File: src/rv_decode_pkg.sv
package rv_decode_pkg;

  // datapath widths
  localparam int unsigned xlen       = 64;
  localparam int unsigned inst_len   = 32;
  localparam int unsigned reg_addr_w = 5;
  localparam int unsigned csr_addr_w = 12;
  localparam int unsigned trap_len   = 16;

  // trap bus bit positions, aligned with the machine cause codes
  localparam int unsigned trap_illegal_inst = 2;
  localparam int unsigned trap_ebreak       = 3;
  localparam int unsigned trap_ecall_m      = 11;
  // mret has no cause code, it takes the top spare bit
  localparam int unsigned trap_mret         = 15;

  // base opcode map, bits [6:0]
  typedef enum logic [6:0] {
    opc_load      = 7'b0000011,
    opc_store     = 7'b0100011,
    opc_branch    = 7'b1100011,
    opc_jalr      = 7'b1100111,
    opc_jal       = 7'b1101111,
    opc_misc_mem  = 7'b0001111,
    opc_op_imm    = 7'b0010011,
    opc_op        = 7'b0110011,
    opc_system    = 7'b1110011,
    opc_auipc     = 7'b0010111,
    opc_lui       = 7'b0110111,
    opc_op_imm_32 = 7'b0011011,
    opc_op_32     = 7'b0111011
  } opcode_e;

  typedef enum logic [4:0] {
    alu_none, alu_add, alu_sub, alu_xor, alu_or, alu_and,
    alu_sll, alu_srl, alu_sra, alu_sllw, alu_srlw, alu_sraw,
    alu_slt, alu_sltu,
    alu_beq, alu_bne, alu_blt, alu_bge, alu_bltu, alu_bgeu
  } alu_op_e;

  // execute class, tells ex which result path to use
  typedef enum logic [3:0] {
    exc_none, exc_auipc, exc_lui, exc_jal, exc_jalr, exc_load, exc_store,
    exc_branch, exc_opimm, exc_opimm32, exc_op, exc_op32, exc_csr, exc_ebreak
  } exc_op_e;

  typedef enum logic [3:0] {
    mem_none, mem_lb, mem_lbu, mem_lh, mem_lhu, mem_lw, mem_lwu, mem_ld,
    mem_sb, mem_sh, mem_sw, mem_sd, mem_fencei
  } mem_op_e;

  typedef enum logic [2:0] {
    csr_none, csr_read, csr_write, csr_set, csr_clear
  } csr_op_e;

  // what fetch hands over
  typedef struct packed {
    logic [xlen-1:0]     pc;
    logic [inst_len-1:0] inst;
    logic [trap_len-1:0] trap;
  } fetch_pkt_t;

  // write-back target of a later stage
  typedef struct packed {
    logic [reg_addr_w-1:0] rd_addr;
    logic [xlen-1:0]       rd_data;
  } bypass_t;

  typedef struct packed {
    alu_op_e               alu_op;
    exc_op_e               exc_op;
    mem_op_e               mem_op;
    csr_op_e               csr_op;
    logic [reg_addr_w-1:0] rs1_idx;
    logic [reg_addr_w-1:0] rs2_idx;
    logic [reg_addr_w-1:0] rd_idx;
    logic [csr_addr_w-1:0] csr_idx;
    logic [xlen-1:0]       imm;
    logic                  csr_imm_valid;
    logic [xlen-1:0]       csr_imm;
    logic [trap_len-1:0]   trap;
  } dec_ctrl_t;

  // contents of the id/ex register
  typedef struct packed {
    logic                valid;
    logic [xlen-1:0]     pc;
    logic [inst_len-1:0] inst;
    dec_ctrl_t           ctrl;
    logic [xlen-1:0]     rs1_data;
    logic [xlen-1:0]     rs2_data;
  } id_ex_t;

endpackage

File: src/inst_field_decoder.sv
`timescale 1ns/1ps

module inst_field_decoder (
  input  logic [rv_decode_pkg::inst_len-1:0] inst_i,
  input  logic [rv_decode_pkg::trap_len-1:0] trap_i,
  output rv_decode_pkg::dec_ctrl_t           ctrl_o
);
  import rv_decode_pkg::*;

  opcode_e               opcode;
  logic [2:0]            funct3;
  logic [6:0]            funct7;
  logic [reg_addr_w-1:0] rs1;
  logic                  fmt_r, fmt_i, fmt_s, fmt_b, fmt_u, fmt_j;
  logic                  illegal, sys_priv, is_ecall, is_ebreak, is_mret;
  logic                  is_csr, csr_uimm, need_rs1, need_rs2, need_rd;
  alu_op_e               alu_sel;
  exc_op_e               exc_sel;
  mem_op_e               mem_sel;
  csr_op_e               csr_sel;

  assign opcode = opcode_e'(inst_i[6:0]);
  assign funct3 = inst_i[14:12];
  assign funct7 = inst_i[31:25];
  assign rs1    = inst_i[19:15];

  // instruction formats, used for operand selection
  assign fmt_r = (opcode == opc_op) || (opcode == opc_op_32);
  assign fmt_i = (opcode == opc_load) || (opcode == opc_op_imm) ||
                 (opcode == opc_op_imm_32) || (opcode == opc_jalr) || (opcode == opc_system);
  assign fmt_s = (opcode == opc_store);
  assign fmt_b = (opcode == opc_branch);
  assign fmt_u = (opcode == opc_auipc) || (opcode == opc_lui);
  assign fmt_j = (opcode == opc_jal);
  // only the opcode is checked here
  assign illegal = !(fmt_r || fmt_i || fmt_s || fmt_b || fmt_u || fmt_j ||
                     (opcode == opc_misc_mem));

  assign sys_priv  = (opcode == opc_system) && (funct3 == 3'b000);
  assign is_ecall  = sys_priv && (inst_i[31:20] == 12'h000);
  assign is_ebreak = sys_priv && (inst_i[31:20] == 12'h001);
  assign is_mret   = sys_priv && (inst_i[31:20] == 12'h302);
  assign is_csr    = (opcode == opc_system) && (funct3[1:0] != 2'b00);
  // uimm forms reuse the rs1 field
  assign csr_uimm  = is_csr && funct3[2];

  assign need_rs1 = (fmt_r || fmt_i || fmt_s || fmt_b) && !csr_uimm;
  assign need_rs2 = fmt_r || fmt_s || fmt_b;
  assign need_rd  = fmt_r || fmt_i || fmt_u || fmt_j;

  always_comb begin
    alu_sel = alu_none;
    exc_sel = exc_none;
    mem_sel = mem_none;
    case (opcode)
      opc_lui:   begin alu_sel = alu_add; exc_sel = exc_lui; end
      opc_auipc: begin alu_sel = alu_add; exc_sel = exc_auipc; end
      opc_jal:   begin alu_sel = alu_add; exc_sel = exc_jal; end
      opc_jalr: begin
        exc_sel = exc_jalr;
        if (funct3 == 3'b000) alu_sel = alu_add;
      end
      opc_branch: begin
        exc_sel = exc_branch;
        case (funct3)
          3'b000:  alu_sel = alu_beq;
          3'b001:  alu_sel = alu_bne;
          3'b100:  alu_sel = alu_blt;
          3'b101:  alu_sel = alu_bge;
          3'b110:  alu_sel = alu_bltu;
          3'b111:  alu_sel = alu_bgeu;
          default: alu_sel = alu_none;
        endcase
      end
      opc_load: begin
        alu_sel = alu_add;
        exc_sel = exc_load;
        case (funct3)
          3'b000:  mem_sel = mem_lb;
          3'b001:  mem_sel = mem_lh;
          3'b010:  mem_sel = mem_lw;
          3'b011:  mem_sel = mem_ld;
          3'b100:  mem_sel = mem_lbu;
          3'b101:  mem_sel = mem_lhu;
          3'b110:  mem_sel = mem_lwu;
          default: mem_sel = mem_none;
        endcase
      end
      opc_store: begin
        alu_sel = alu_add;
        exc_sel = exc_store;
        case (funct3)
          3'b000:  mem_sel = mem_sb;
          3'b001:  mem_sel = mem_sh;
          3'b010:  mem_sel = mem_sw;
          3'b011:  mem_sel = mem_sd;
          default: mem_sel = mem_none;
        endcase
      end
      opc_op_imm: begin
        exc_sel = exc_opimm;
        case (funct3)
          3'b000: alu_sel = alu_add;
          3'b010: alu_sel = alu_slt;
          3'b011: alu_sel = alu_sltu;
          3'b100: alu_sel = alu_xor;
          3'b110: alu_sel = alu_or;
          3'b111: alu_sel = alu_and;
          // rv64 shamt is 6 bits, so funct7[0] belongs to it
          3'b001: if (funct7[6:1] == 6'b000000) alu_sel = alu_sll;
          default: begin
            if (funct7[6:1] == 6'b000000) alu_sel = alu_srl;
            else if (funct7[6:1] == 6'b010000) alu_sel = alu_sra;
          end
        endcase
      end
      opc_op_imm_32: begin
        exc_sel = exc_opimm32;
        if (funct3 == 3'b000) alu_sel = alu_add;
        else if (funct3 == 3'b001 && funct7 == 7'b0000000) alu_sel = alu_sllw;
        else if (funct3 == 3'b101 && funct7 == 7'b0000000) alu_sel = alu_srlw;
        else if (funct3 == 3'b101 && funct7 == 7'b0100000) alu_sel = alu_sraw;
      end
      opc_op: begin
        exc_sel = exc_op;
        // muldiv (funct7 0000001) is not supported and stays alu_none
        if (funct7 == 7'b0000000) begin
          case (funct3)
            3'b000:  alu_sel = alu_add;
            3'b001:  alu_sel = alu_sll;
            3'b010:  alu_sel = alu_slt;
            3'b011:  alu_sel = alu_sltu;
            3'b100:  alu_sel = alu_xor;
            3'b101:  alu_sel = alu_srl;
            3'b110:  alu_sel = alu_or;
            default: alu_sel = alu_and;
          endcase
        end else if (funct7 == 7'b0100000) begin
          if (funct3 == 3'b000) alu_sel = alu_sub;
          else if (funct3 == 3'b101) alu_sel = alu_sra;
        end
      end
      opc_op_32: begin
        exc_sel = exc_op32;
        if (funct7 == 7'b0000000) begin
          if (funct3 == 3'b000) alu_sel = alu_add;
          else if (funct3 == 3'b001) alu_sel = alu_sllw;
          else if (funct3 == 3'b101) alu_sel = alu_srlw;
        end else if (funct7 == 7'b0100000) begin
          if (funct3 == 3'b000) alu_sel = alu_sub;
          else if (funct3 == 3'b101) alu_sel = alu_sraw;
        end
      end
      opc_misc_mem: if (funct3 == 3'b001) mem_sel = mem_fencei;
      opc_system: begin
        if (is_csr) begin
          alu_sel = alu_add;
          exc_sel = exc_csr;
        end else if (is_ebreak) begin
          exc_sel = exc_ebreak;
        end
      end
      default: ;
    endcase
  end

  // set or clear with a zero source never writes, so it is a plain read
  always_comb begin
    case (funct3[1:0])
      2'b01:   csr_sel = csr_write;
      2'b10:   csr_sel = csr_set;
      2'b11:   csr_sel = csr_clear;
      default: csr_sel = csr_none;
    endcase
    if (funct3[1] && rs1 == '0) csr_sel = csr_read;
    if (!is_csr) csr_sel = csr_none;
  end

  always_comb begin
    ctrl_o               = '0;
    ctrl_o.alu_op        = alu_sel;
    ctrl_o.exc_op        = exc_sel;
    ctrl_o.mem_op        = mem_sel;
    ctrl_o.csr_op        = csr_sel;
    ctrl_o.rs1_idx       = need_rs1 ? rs1 : '0;
    ctrl_o.rs2_idx       = need_rs2 ? inst_i[24:20] : '0;
    ctrl_o.rd_idx        = need_rd ? inst_i[11:7] : '0;
    ctrl_o.csr_idx       = is_csr ? inst_i[31:20] : '0;
    ctrl_o.csr_imm_valid = csr_uimm;
    // decode traps override the fetch bits at their positions
    ctrl_o.trap                    = trap_i;
    ctrl_o.trap[trap_mret]         = is_mret;
    ctrl_o.trap[trap_ebreak]       = is_ebreak;
    ctrl_o.trap[trap_ecall_m]      = is_ecall;
    ctrl_o.trap[trap_illegal_inst] = illegal;
  end

endmodule

File: src/imm_gen.sv
`timescale 1ns/1ps

module imm_gen (
  input  logic [rv_decode_pkg::inst_len-1:0] inst_i,
  input  rv_decode_pkg::dec_ctrl_t           ctrl_i,
  output rv_decode_pkg::dec_ctrl_t           ctrl_o
);
  import rv_decode_pkg::*;

  opcode_e         opcode;
  logic [xlen-1:0] imm_i, imm_s, imm_b, imm_u, imm_j;

  assign opcode = opcode_e'(inst_i[6:0]);

  // sign bit is always inst[31]
  assign imm_i = {{(xlen-11){inst_i[31]}}, inst_i[30:20]};
  assign imm_s = {{(xlen-11){inst_i[31]}}, inst_i[30:25], inst_i[11:7]};
  assign imm_b = {{(xlen-12){inst_i[31]}}, inst_i[7], inst_i[30:25], inst_i[11:8], 1'b0};
  assign imm_u = {{(xlen-31){inst_i[31]}}, inst_i[30:12], 12'b0};
  assign imm_j = {{(xlen-20){inst_i[31]}}, inst_i[19:12], inst_i[20], inst_i[30:21], 1'b0};

  always_comb begin
    ctrl_o = ctrl_i;
    case (opcode)
      opc_load, opc_op_imm, opc_op_imm_32, opc_jalr, opc_system: ctrl_o.imm = imm_i;
      opc_store:          ctrl_o.imm = imm_s;
      opc_branch:         ctrl_o.imm = imm_b;
      opc_auipc, opc_lui: ctrl_o.imm = imm_u;
      opc_jal:            ctrl_o.imm = imm_j;
      // r type, fence and unknown opcodes carry no immediate
      default:            ctrl_o.imm = '0;
    endcase
    // uimm sits in the rs1 field
    ctrl_o.csr_imm = ctrl_i.csr_imm_valid ? {{(xlen-5){1'b0}}, inst_i[19:15]} : '0;
  end

  // branch and jump targets stay halfword aligned
  always_comb begin
    if (ctrl_i.exc_op == exc_branch || ctrl_i.exc_op == exc_jal) begin
      assert (!ctrl_o.imm[0]) else $error("odd branch or jump offset");
    end
  end

endmodule

File: src/operand_forward.sv
`timescale 1ns/1ps

module operand_forward (
  input  logic [rv_decode_pkg::reg_addr_w-1:0] rs1_idx_i,
  input  logic [rv_decode_pkg::reg_addr_w-1:0] rs2_idx_i,
  input  rv_decode_pkg::bypass_t               ex_byp_i,
  input  rv_decode_pkg::bypass_t               mem_byp_i,
  input  logic                                 ex_is_load_i,
  input  logic [rv_decode_pkg::xlen-1:0]       rs1_data_i,
  input  logic [rv_decode_pkg::xlen-1:0]       rs2_data_i,
  output logic [rv_decode_pkg::xlen-1:0]       rs1_data_o,
  output logic [rv_decode_pkg::xlen-1:0]       rs2_data_o,
  output logic                                 load_use_o
);
  import rv_decode_pkg::*;

  logic rs1_ex_hit, rs1_mem_hit;
  logic rs2_ex_hit, rs2_mem_hit;

  // x0 is hardwired, a write to it must never be forwarded
  function automatic logic hit(input logic [reg_addr_w-1:0] idx,
                               input logic [reg_addr_w-1:0] rd);
    return (idx != '0) && (idx == rd);
  endfunction

  assign rs1_ex_hit  = hit(rs1_idx_i, ex_byp_i.rd_addr);
  assign rs1_mem_hit = hit(rs1_idx_i, mem_byp_i.rd_addr);
  assign rs2_ex_hit  = hit(rs2_idx_i, ex_byp_i.rd_addr);
  assign rs2_mem_hit = hit(rs2_idx_i, mem_byp_i.rd_addr);

  // ex holds the youngest value, then mem, then the register file
  // wb forwarding is done inside the register file
  assign rs1_data_o = rs1_ex_hit  ? ex_byp_i.rd_data  :
                      rs1_mem_hit ? mem_byp_i.rd_data : rs1_data_i;
  assign rs2_data_o = rs2_ex_hit  ? ex_byp_i.rd_data  :
                      rs2_mem_hit ? mem_byp_i.rd_data : rs2_data_i;

  // load data is not ready until mem, so an ex match must wait a cycle
  assign load_use_o = ex_is_load_i && (rs1_ex_hit || rs2_ex_hit);

endmodule

File: src/id_ex_reg.sv
`timescale 1ns/1ps

module id_ex_reg (
  input  logic                  clk_i,
  input  logic                  rst_n_i,
  input  logic                  valid_i,
  input  logic                  bubble_i,
  input  rv_decode_pkg::id_ex_t pkt_i,
  output rv_decode_pkg::id_ex_t pkt_o
);
  import rv_decode_pkg::*;

  id_ex_t pkt_q;
  logic   load_en;

  assign load_en = valid_i && !bubble_i;

  // a bubble is all zero, which decodes as every op none
  always_ff @(posedge clk_i) begin
    if (!rst_n_i) begin
      pkt_q <= '0;
    end else if (load_en) begin
      pkt_q       <= pkt_i;
      pkt_q.valid <= 1'b1;
    end else begin
      pkt_q <= '0;
    end
  end

  assign pkt_o = pkt_q;

  // a valid slot without an execute class is a trap, or one of the
  // system and fence encodings that decode leaves unclassified
  assert property (@(posedge clk_i) disable iff (!rst_n_i)
    (pkt_o.valid && pkt_o.ctrl.exc_op == exc_none) |->
      (pkt_o.ctrl.trap[trap_illegal_inst] ||
       pkt_o.inst[6:0] == opc_system || pkt_o.inst[6:0] == opc_misc_mem))
    else $error("valid id/ex slot with no execute class");

endmodule

File: src/decode_stage.sv
`timescale 1ns/1ps

module decode_stage (
  input  logic                                 clk_i,
  input  logic                                 rst_n_i,
  input  logic                                 fetch_valid_i,
  input  rv_decode_pkg::fetch_pkt_t            fetch_i,
  input  rv_decode_pkg::bypass_t               ex_byp_i,
  input  rv_decode_pkg::bypass_t               mem_byp_i,
  input  logic                                 ex_is_load_i,
  input  logic [rv_decode_pkg::xlen-1:0]       rs1_data_i,
  input  logic [rv_decode_pkg::xlen-1:0]       rs2_data_i,
  output logic [rv_decode_pkg::reg_addr_w-1:0] rs1_idx_o,
  output logic [rv_decode_pkg::reg_addr_w-1:0] rs2_idx_o,
  output logic                                 stall_o,
  output rv_decode_pkg::id_ex_t                id_ex_o
);
  import rv_decode_pkg::*;

  dec_ctrl_t       field_ctrl;
  dec_ctrl_t       full_ctrl;
  id_ex_t          id_ex_d;
  logic [xlen-1:0] rs1_fwd, rs2_fwd;
  logic            load_use;

  inst_field_decoder u_field_dec (
    .inst_i (fetch_i.inst),
    .trap_i (fetch_i.trap),
    .ctrl_o (field_ctrl)
  );

  imm_gen u_imm_gen (
    .inst_i (fetch_i.inst),
    .ctrl_i (field_ctrl),
    .ctrl_o (full_ctrl)
  );

  // register file is read with the masked indices
  assign rs1_idx_o = field_ctrl.rs1_idx;
  assign rs2_idx_o = field_ctrl.rs2_idx;

  operand_forward u_fwd (
    .rs1_idx_i    (field_ctrl.rs1_idx),
    .rs2_idx_i    (field_ctrl.rs2_idx),
    .ex_byp_i     (ex_byp_i),
    .mem_byp_i    (mem_byp_i),
    .ex_is_load_i (ex_is_load_i),
    .rs1_data_i   (rs1_data_i),
    .rs2_data_i   (rs2_data_i),
    .rs1_data_o   (rs1_fwd),
    .rs2_data_o   (rs2_fwd),
    .load_use_o   (load_use)
  );

  // fetch holds the instruction while this is high
  assign stall_o = fetch_valid_i && load_use;

  assign id_ex_d = '{valid: fetch_valid_i, pc: fetch_i.pc, inst: fetch_i.inst,
                     ctrl: full_ctrl, rs1_data: rs1_fwd, rs2_data: rs2_fwd};

  id_ex_reg u_id_ex (
    .clk_i    (clk_i),
    .rst_n_i  (rst_n_i),
    .valid_i  (fetch_valid_i),
    .bubble_i (load_use),
    .pkt_i    (id_ex_d),
    .pkt_o    (id_ex_o)
  );

endmodule

File: config.mk
export PLATFORM = sky130hd
export DESIGN_NAME = decode_stage
export DESIGN_NICKNAME = d
export VERILOG_FILES = /design/src/rv_decode_pkg.sv /design/src/inst_field_decoder.sv /design/src/imm_gen.sv /design/src/operand_forward.sv /design/src/id_ex_reg.sv /design/src/decode_stage.sv
export SDC_FILE = /design/constraint.sdc
export NUM_CORES = 1
export LEC_CHECK = 0
export ABC_CLOCK_PERIOD_IN_PS = 4390
export BUFFER_PORTS_ARGS = -buffer_cell sky130_fd_sc_hd__buf_4
export CORE_AREA = 2 2 313 315
export DETAILED_ROUTE_END_ITERATION = 7
export DIE_AREA = 0 0 315 317
export PLACE_DENSITY = 0.38
export SLEW_MARGIN = 20
export SYNTH_ARGS = -nofsm -noshare
export SYNTH_HDL_FRONTEND = slang
export SYNTH_SLANG_ARGS = --single-unit
File: constraint.sdc
create_clock -name clk_i -period 4.39 [get_ports clk_i]
set_input_delay 0.2195 -clock clk_i [delete_from_list [all_inputs] [get_ports clk_i]]
set_output_delay 0.2195 -clock clk_i [all_outputs]
set_load 0.05 [all_outputs]
== After elaboration in Yosys (flattened, before gate mapping) ==
Index checks and enable logic that the tools add are counted.
Operators by class
  magnitude comparators: 0
  multipliers: 0
  equal/unequal tests: 31
  reduce and logical (&&, ||, !) cells: 54
  bitwise operators: 3
  add/subtract/negate cells: 0
  shift operators: 0
  div/mod/pow operators: 0
  mux-type cells: 45
Operator list (count)
  $mux 413: 1
  $pmux 64 s5: 1
  $mux 64: 4
  $mux 5: 16
  $pmux 4 s12: 1
  $pmux 5 s8: 1
  $eq 7x6->1 const B: 5
  $pmux 5 s7: 1
  $mux 4: 8
  $pmux 5 s6: 1
  $eq 7x7->1 const B: 4
  $pmux 4 s7: 1
  $eq 7x5->1 const B: 3
  $pmux 3 s7: 1
  $eq 5x5->1: 4
  $logic_and 1x1->1: 18
  $logic_or 1x1->1: 17
  $pmux 4 s4: 1
  $eq 12x1->1 const B: 1
  $eq 12x10->1 const B: 1
  $eq 3x3->1 const B: 4
  $logic_not 12->1: 1
  $mux 12: 1
  $pmux 4 s3: 1
  23 further kinds: 36
Word-level totals
  bits in latches: 0
  input port bits: 382
  output and inout port bits: 424
  memories: 0
  register bits: 413
  RAM bits: 0
  word-level logic and storage cells: 152
  bits in read-only memories: 0

== Logic depth before layout (Yosys ltp) ==
  depth after elaboration: 18
  mapped depth: 9
  mapped depth without buffers: 7

== Cells and area by module ==
From an unflattened synthesis, not the netlist that was laid out.
Unflattened totals
  cells, all modules: 2200
  area, all modules: 21089.0 um^2
By module, submodules not included
  id_ex_reg: sequential area each 8267.9 um^2, cells an instance 964, area each 13409.1 um^2, times used 1
  operand_forward: sequential area each 0.0 um^2, cells an instance 645, area each 3616.0 um^2, times used 1
  inst_field_decoder: sequential area each 0.0 um^2, cells an instance 360, area each 2372.3 um^2, times used 1
  imm_gen: sequential area each 0.0 um^2, cells an instance 230, area each 1685.4 um^2, times used 1
  decode_stage: sequential area each 0.0 um^2, cells an instance 1, area each 6.3 um^2, times used 1

== Worst setup path after synthesis ==
No wires, ideal clock.
  kind: in2out
  start: in fetch_i[20] (netlist bit)
  end: out rs1_idx_o[1] (netlist bit)
  slack: 2293 ps
  data arrival time: 1878 ps
  stages on the path: 9
  required time: 4171 ps
  path buffers: 5
  cell sequence: buf_2 -> or3b_1 -> o31ai_1 -> o21a_1 -> clkbuf_1 -> buf_2 -> buf_2 -> and2_1 -> buf_4
RTL lines
  from (decl): RTL line decode_stage.sv:7  | input rv_decode_pkg::fetch_pkt_t fetch_i,
  to (decl): RTL line decode_stage.sv:13  | output logic [rv_decode_pkg::reg_addr_w-1:0] rs1_idx_o,

== Final worst setup path ==
  start: in fetch_i[28] (netlist bit)
  end: out stall_o
Between the ends
  word-level cells in the longest chain between the ends: 11
  elaborated cells on any way between the ends: 12
  those cells by class: 1 x eq/ne; 1 x mux; 10 x reduce/logical
Ends and longest elaborated chain
  $reduce_bool 2->1 (*): RTL line inst_field_decoder.sv:43  | assign is_csr = (opcode == opc_system) && (funct3[1:0] != 2'b00);
  $logic_and 1x1->1 (*): RTL line inst_field_decoder.sv:43
  $logic_and 1x1->1 (*): RTL line inst_field_decoder.sv:45  | assign csr_uimm = is_csr && funct3[2];
  $logic_not 1->1 (*): RTL line inst_field_decoder.sv:47  | assign need_rs1 = (fmt_r || fmt_i || fmt_s || fmt_b) && !csr_uimm;
  $logic_and 1x1->1 (*): RTL line inst_field_decoder.sv:47
  $mux 5 (*): RTL line inst_field_decoder.sv:185  | ctrl_o.rs1_idx = need_rs1 ? rs1 : '0;
  $eq 5x5->1 / $reduce_bool 5->1 (equally long branches): RTL line operand_forward.sv:23  | return (idx != '0) && (idx == rd);
  $logic_and 1x1->1 (*): RTL line operand_forward.sv:23
  $logic_or 1x1->1 (*): RTL line operand_forward.sv:39  | assign load_use_o = ex_is_load_i && (rs1_ex_hit || rs2_ex_hit);
  $logic_and 1x1->1 (*): RTL line operand_forward.sv:39
  $logic_and 1x1->1 (*): RTL line decode_stage.sv:56  | assign stall_o = fetch_valid_i && load_use;
  to (decl): RTL line decode_stage.sv:15  | output logic stall_o,
Every way passes the cells marked *; elsewhere a longest branch is shown, timed or not.

==> results.yml <==
power:
  p_leak_nw: 11.3
  cellPowerDensity_mw_per_mm2: 335
  p_total_mw: 8.40
  peakVddDrop_v: 0.000254
route:
  first_pass_iters: 6
  routed_wirelength_um: 78200
  post_drt_wl_per_cell_um: 20.5
  via_per_inst: 4.10
  drt_iter0_markers: 1103
  postRouteAntennaNets: 0
  drc: 0
  vias: 15700
setup_path:
  cp-end-kind: "output pin"
  worst-path-max-fanout: 11
  crit_required_ns: 4.17
  worstPathArrival_ns: 3.38
  critPathKind: "in -> out"
  start_kind: "input pin"
cells_and_area:
  area_growth_pct: 77.3
  drive_gt1_share_pct: 35.7
  mostFrequentLayoutCells: "buf_4, dfxtp_1, dlygate4sd3_1"
  nets: 2897
  layout_commonest_cell: "buf_4"
  largest_reg_flops: 322
  post-route-util_pct: 26.0
timing:
  setup_tns_ns: 0
  whs_ns: 0.0506
  worst_slew_pin_slew_ns: 1.06
  rsz0062_at_grt: "false"
  clock.fmax_ghz: 0.278
  setup_viol: 0
  slew_headroom_pct: 28.8
  period_minus_slack_ns: 3.60
  finalCritPeriodShare_pct: 82.0
  finalHoldViolCount: 0
  final-max-slew-violation-count: 0
clock_tree:
  cts_max_path_buffers: 3
  cts.clk_slew.worst_paths_ns: 0.06
  clock-sinks: 322
  htreeDepth: 2
  numCtsBuffers: 42
  cts_tree: "done"
  ctsResizeCount: 0
  post_cts_buffers: 0
  clock-root-buffer: "clkbuf_16"
yosys:
  syn_area_per_cell_um2: 9.03
  synth_area_mm2: 0.0141
  synth-seq-cells: 322
  async_flop_share_pct: 0
  synth_seq_area_share_pct: 45.6
  synth_ff_type: "dfxtp_1"
  yosys_warnings: 0
  synth_cell_types: 69
  synthCells: 1564
  synth_edf_count: 0
run_status:
  outcome: "completed"
floorplan:
  placementRows: 114
  io_pins: 806
  start_util_pct: 14.7
  die_x_um: 315
  dieArea_mm2: 0.0999
  die_y_um: 317
  core_area_mm2: 0.0963
min_path:
  hold_end: "u_id_ex.pkt_o[109]$_SDFF_PN0_"
  min_path_type: "in -> reg"
  holdCritStartpoint: "mem_byp_i[45]"
  min_delay_path_depth: 3
global_route:
  grt_pass1_vias: 15800
  grt_pass1_wl_um: 108000
  grt_use_total_pct: 14.6
  grt_start_max_net_pins: 110
  grt-ovfl-total: 0
  antenna_found_initial: 7
job:
  maxCapViolations: 0
place:
  post-dp-hpwl_um: 57200
  portBuffers: 742
  place.gp.congestion: 0.877
[logic make-up (layout without fill, tap and decap cells)]
kind of cell    count (synthesis)  after routing  synth area share [%]
fa+ha+maj                       9              9                 0.797
compound gates                363            363                  20.6
flops                         322            322                  45.6
other cells                     1             63                0.0265
xor+xnor                       18             18                  1.12
simple gates                  518            518                  19.0
buf+inv                       331           1249                  12.7
mux                             2              2                 0.168
[what timing repair did]
| item | in CTS | in global routing |
|---|---|---|
| endpoints found under the hold margin | 284 | 0 |
| setup endpoints to repair | 0 | 0 |
| hold buffers | 312 | 0 |
[cell usage after synthesis, drive strengths merged (5+ instances only)]
cell | instances | area (µm²)
nor2b | 7 | 43.8
nand2b | 5 | 31.3
a211oi | 12 | 90.1
buf | 172 | 1190
nand3 | 11 | 55.1
nand3b | 64 | 480
ha | 9 | 113
nor3 | 39 | 195
nor2 | 55 | 206
o21ai | 18 | 90.1
or2 | 5 | 31.3
nand2 | 185 | 694
inv | 88 | 330
xor2 | 11 | 96.3
o31ai | 66 | 495
clkbuf | 70 | 267
nor4 | 5 | 31.3
dfxtp | 322 | 6450
and3 | 17 | 106
and2 | 100 | 626
xnor2 | 7 | 61.3
a21oi | 94 | 470
nand4 | 6 | 37.5
a221oi | 129 | 1380
[critical path: stages]
cell,delay (ns)
dlygate4sd3_1,0.54
buf_4,0.16
inv_1,0.11
ha_1,0.38
o41a_1,0.50
o21ai_1,0.45
o21ai_0,0.48
and3_1,0.33
buf_4,0.19
[per-layer routing]
| metal | track usage (%) | wire (µm) | vias up |
|---|---|---|---|
| li1 | - | - | 7212 |
| met1 | 17.3 | 30900 | 7542 |
| met2 | 25.4 | 38800 | 792 |
| met3 | 3.72 | 6260 | 118 |
| met4 | 5.04 | 2210 | 4 |
| met5 | 0 | 31 | - |
[report_power, final]
group          leakage (nW)  internal [mW]  total (mW)  switching, mW
Clock                 0.723           2.22        3.71           1.49
Combinational          7.96          0.647        1.64          0.997
Sequential             2.63           3.02        3.05         0.0340
[stage by stage]
| stage | area [µm²] | cells | setup slack (ns) |
|---|---|---|---|
| final | 25100 | 3820 | 0.791 |
| after global placement | 20400 | 3426 | 1.28 |
| after global routing | 25000 | 3818 | 0.748 |
| after detailed placement | 20400 | 3426 | 1.26 |
| after floorplan | 14300 | 1622 | 2.29 |
| after CTS | 25000 | 3816 | 0.857 |
[worst max path at each step]
stage	startpoint	end	slack, ns	depth (start not counted)
floorplan	fetch_i[20]	rs1_idx_o[1]	2.29	9
global placement	fetch_i[35]	u_id_ex.pkt_o[147]$_SDFF_PN0_	1.28	8
detailed placement	fetch_i[35]	u_id_ex.pkt_o[301]$_SDFF_PP0_	1.26	8
CTS	fetch_i[28]	stall_o	0.86	9
global route	fetch_i[28]	stall_o	0.75	9
finish	fetch_i[28]	stall_o	0.79	9
[cell type report]
type | instances | area (µm²)
clock inverter | 23 | 303
timing repair buffer | 1082 | 8990
tap | 1276 | 1600
fill | 10400 | 71200
sequential | 322 | 6450
antenna | 4 | 10.0
multi-input combinational | 969 | 6190
inverter | 89 | 334
clock buffer | 55 | 1180
Power figures use the tool's default switching activity.
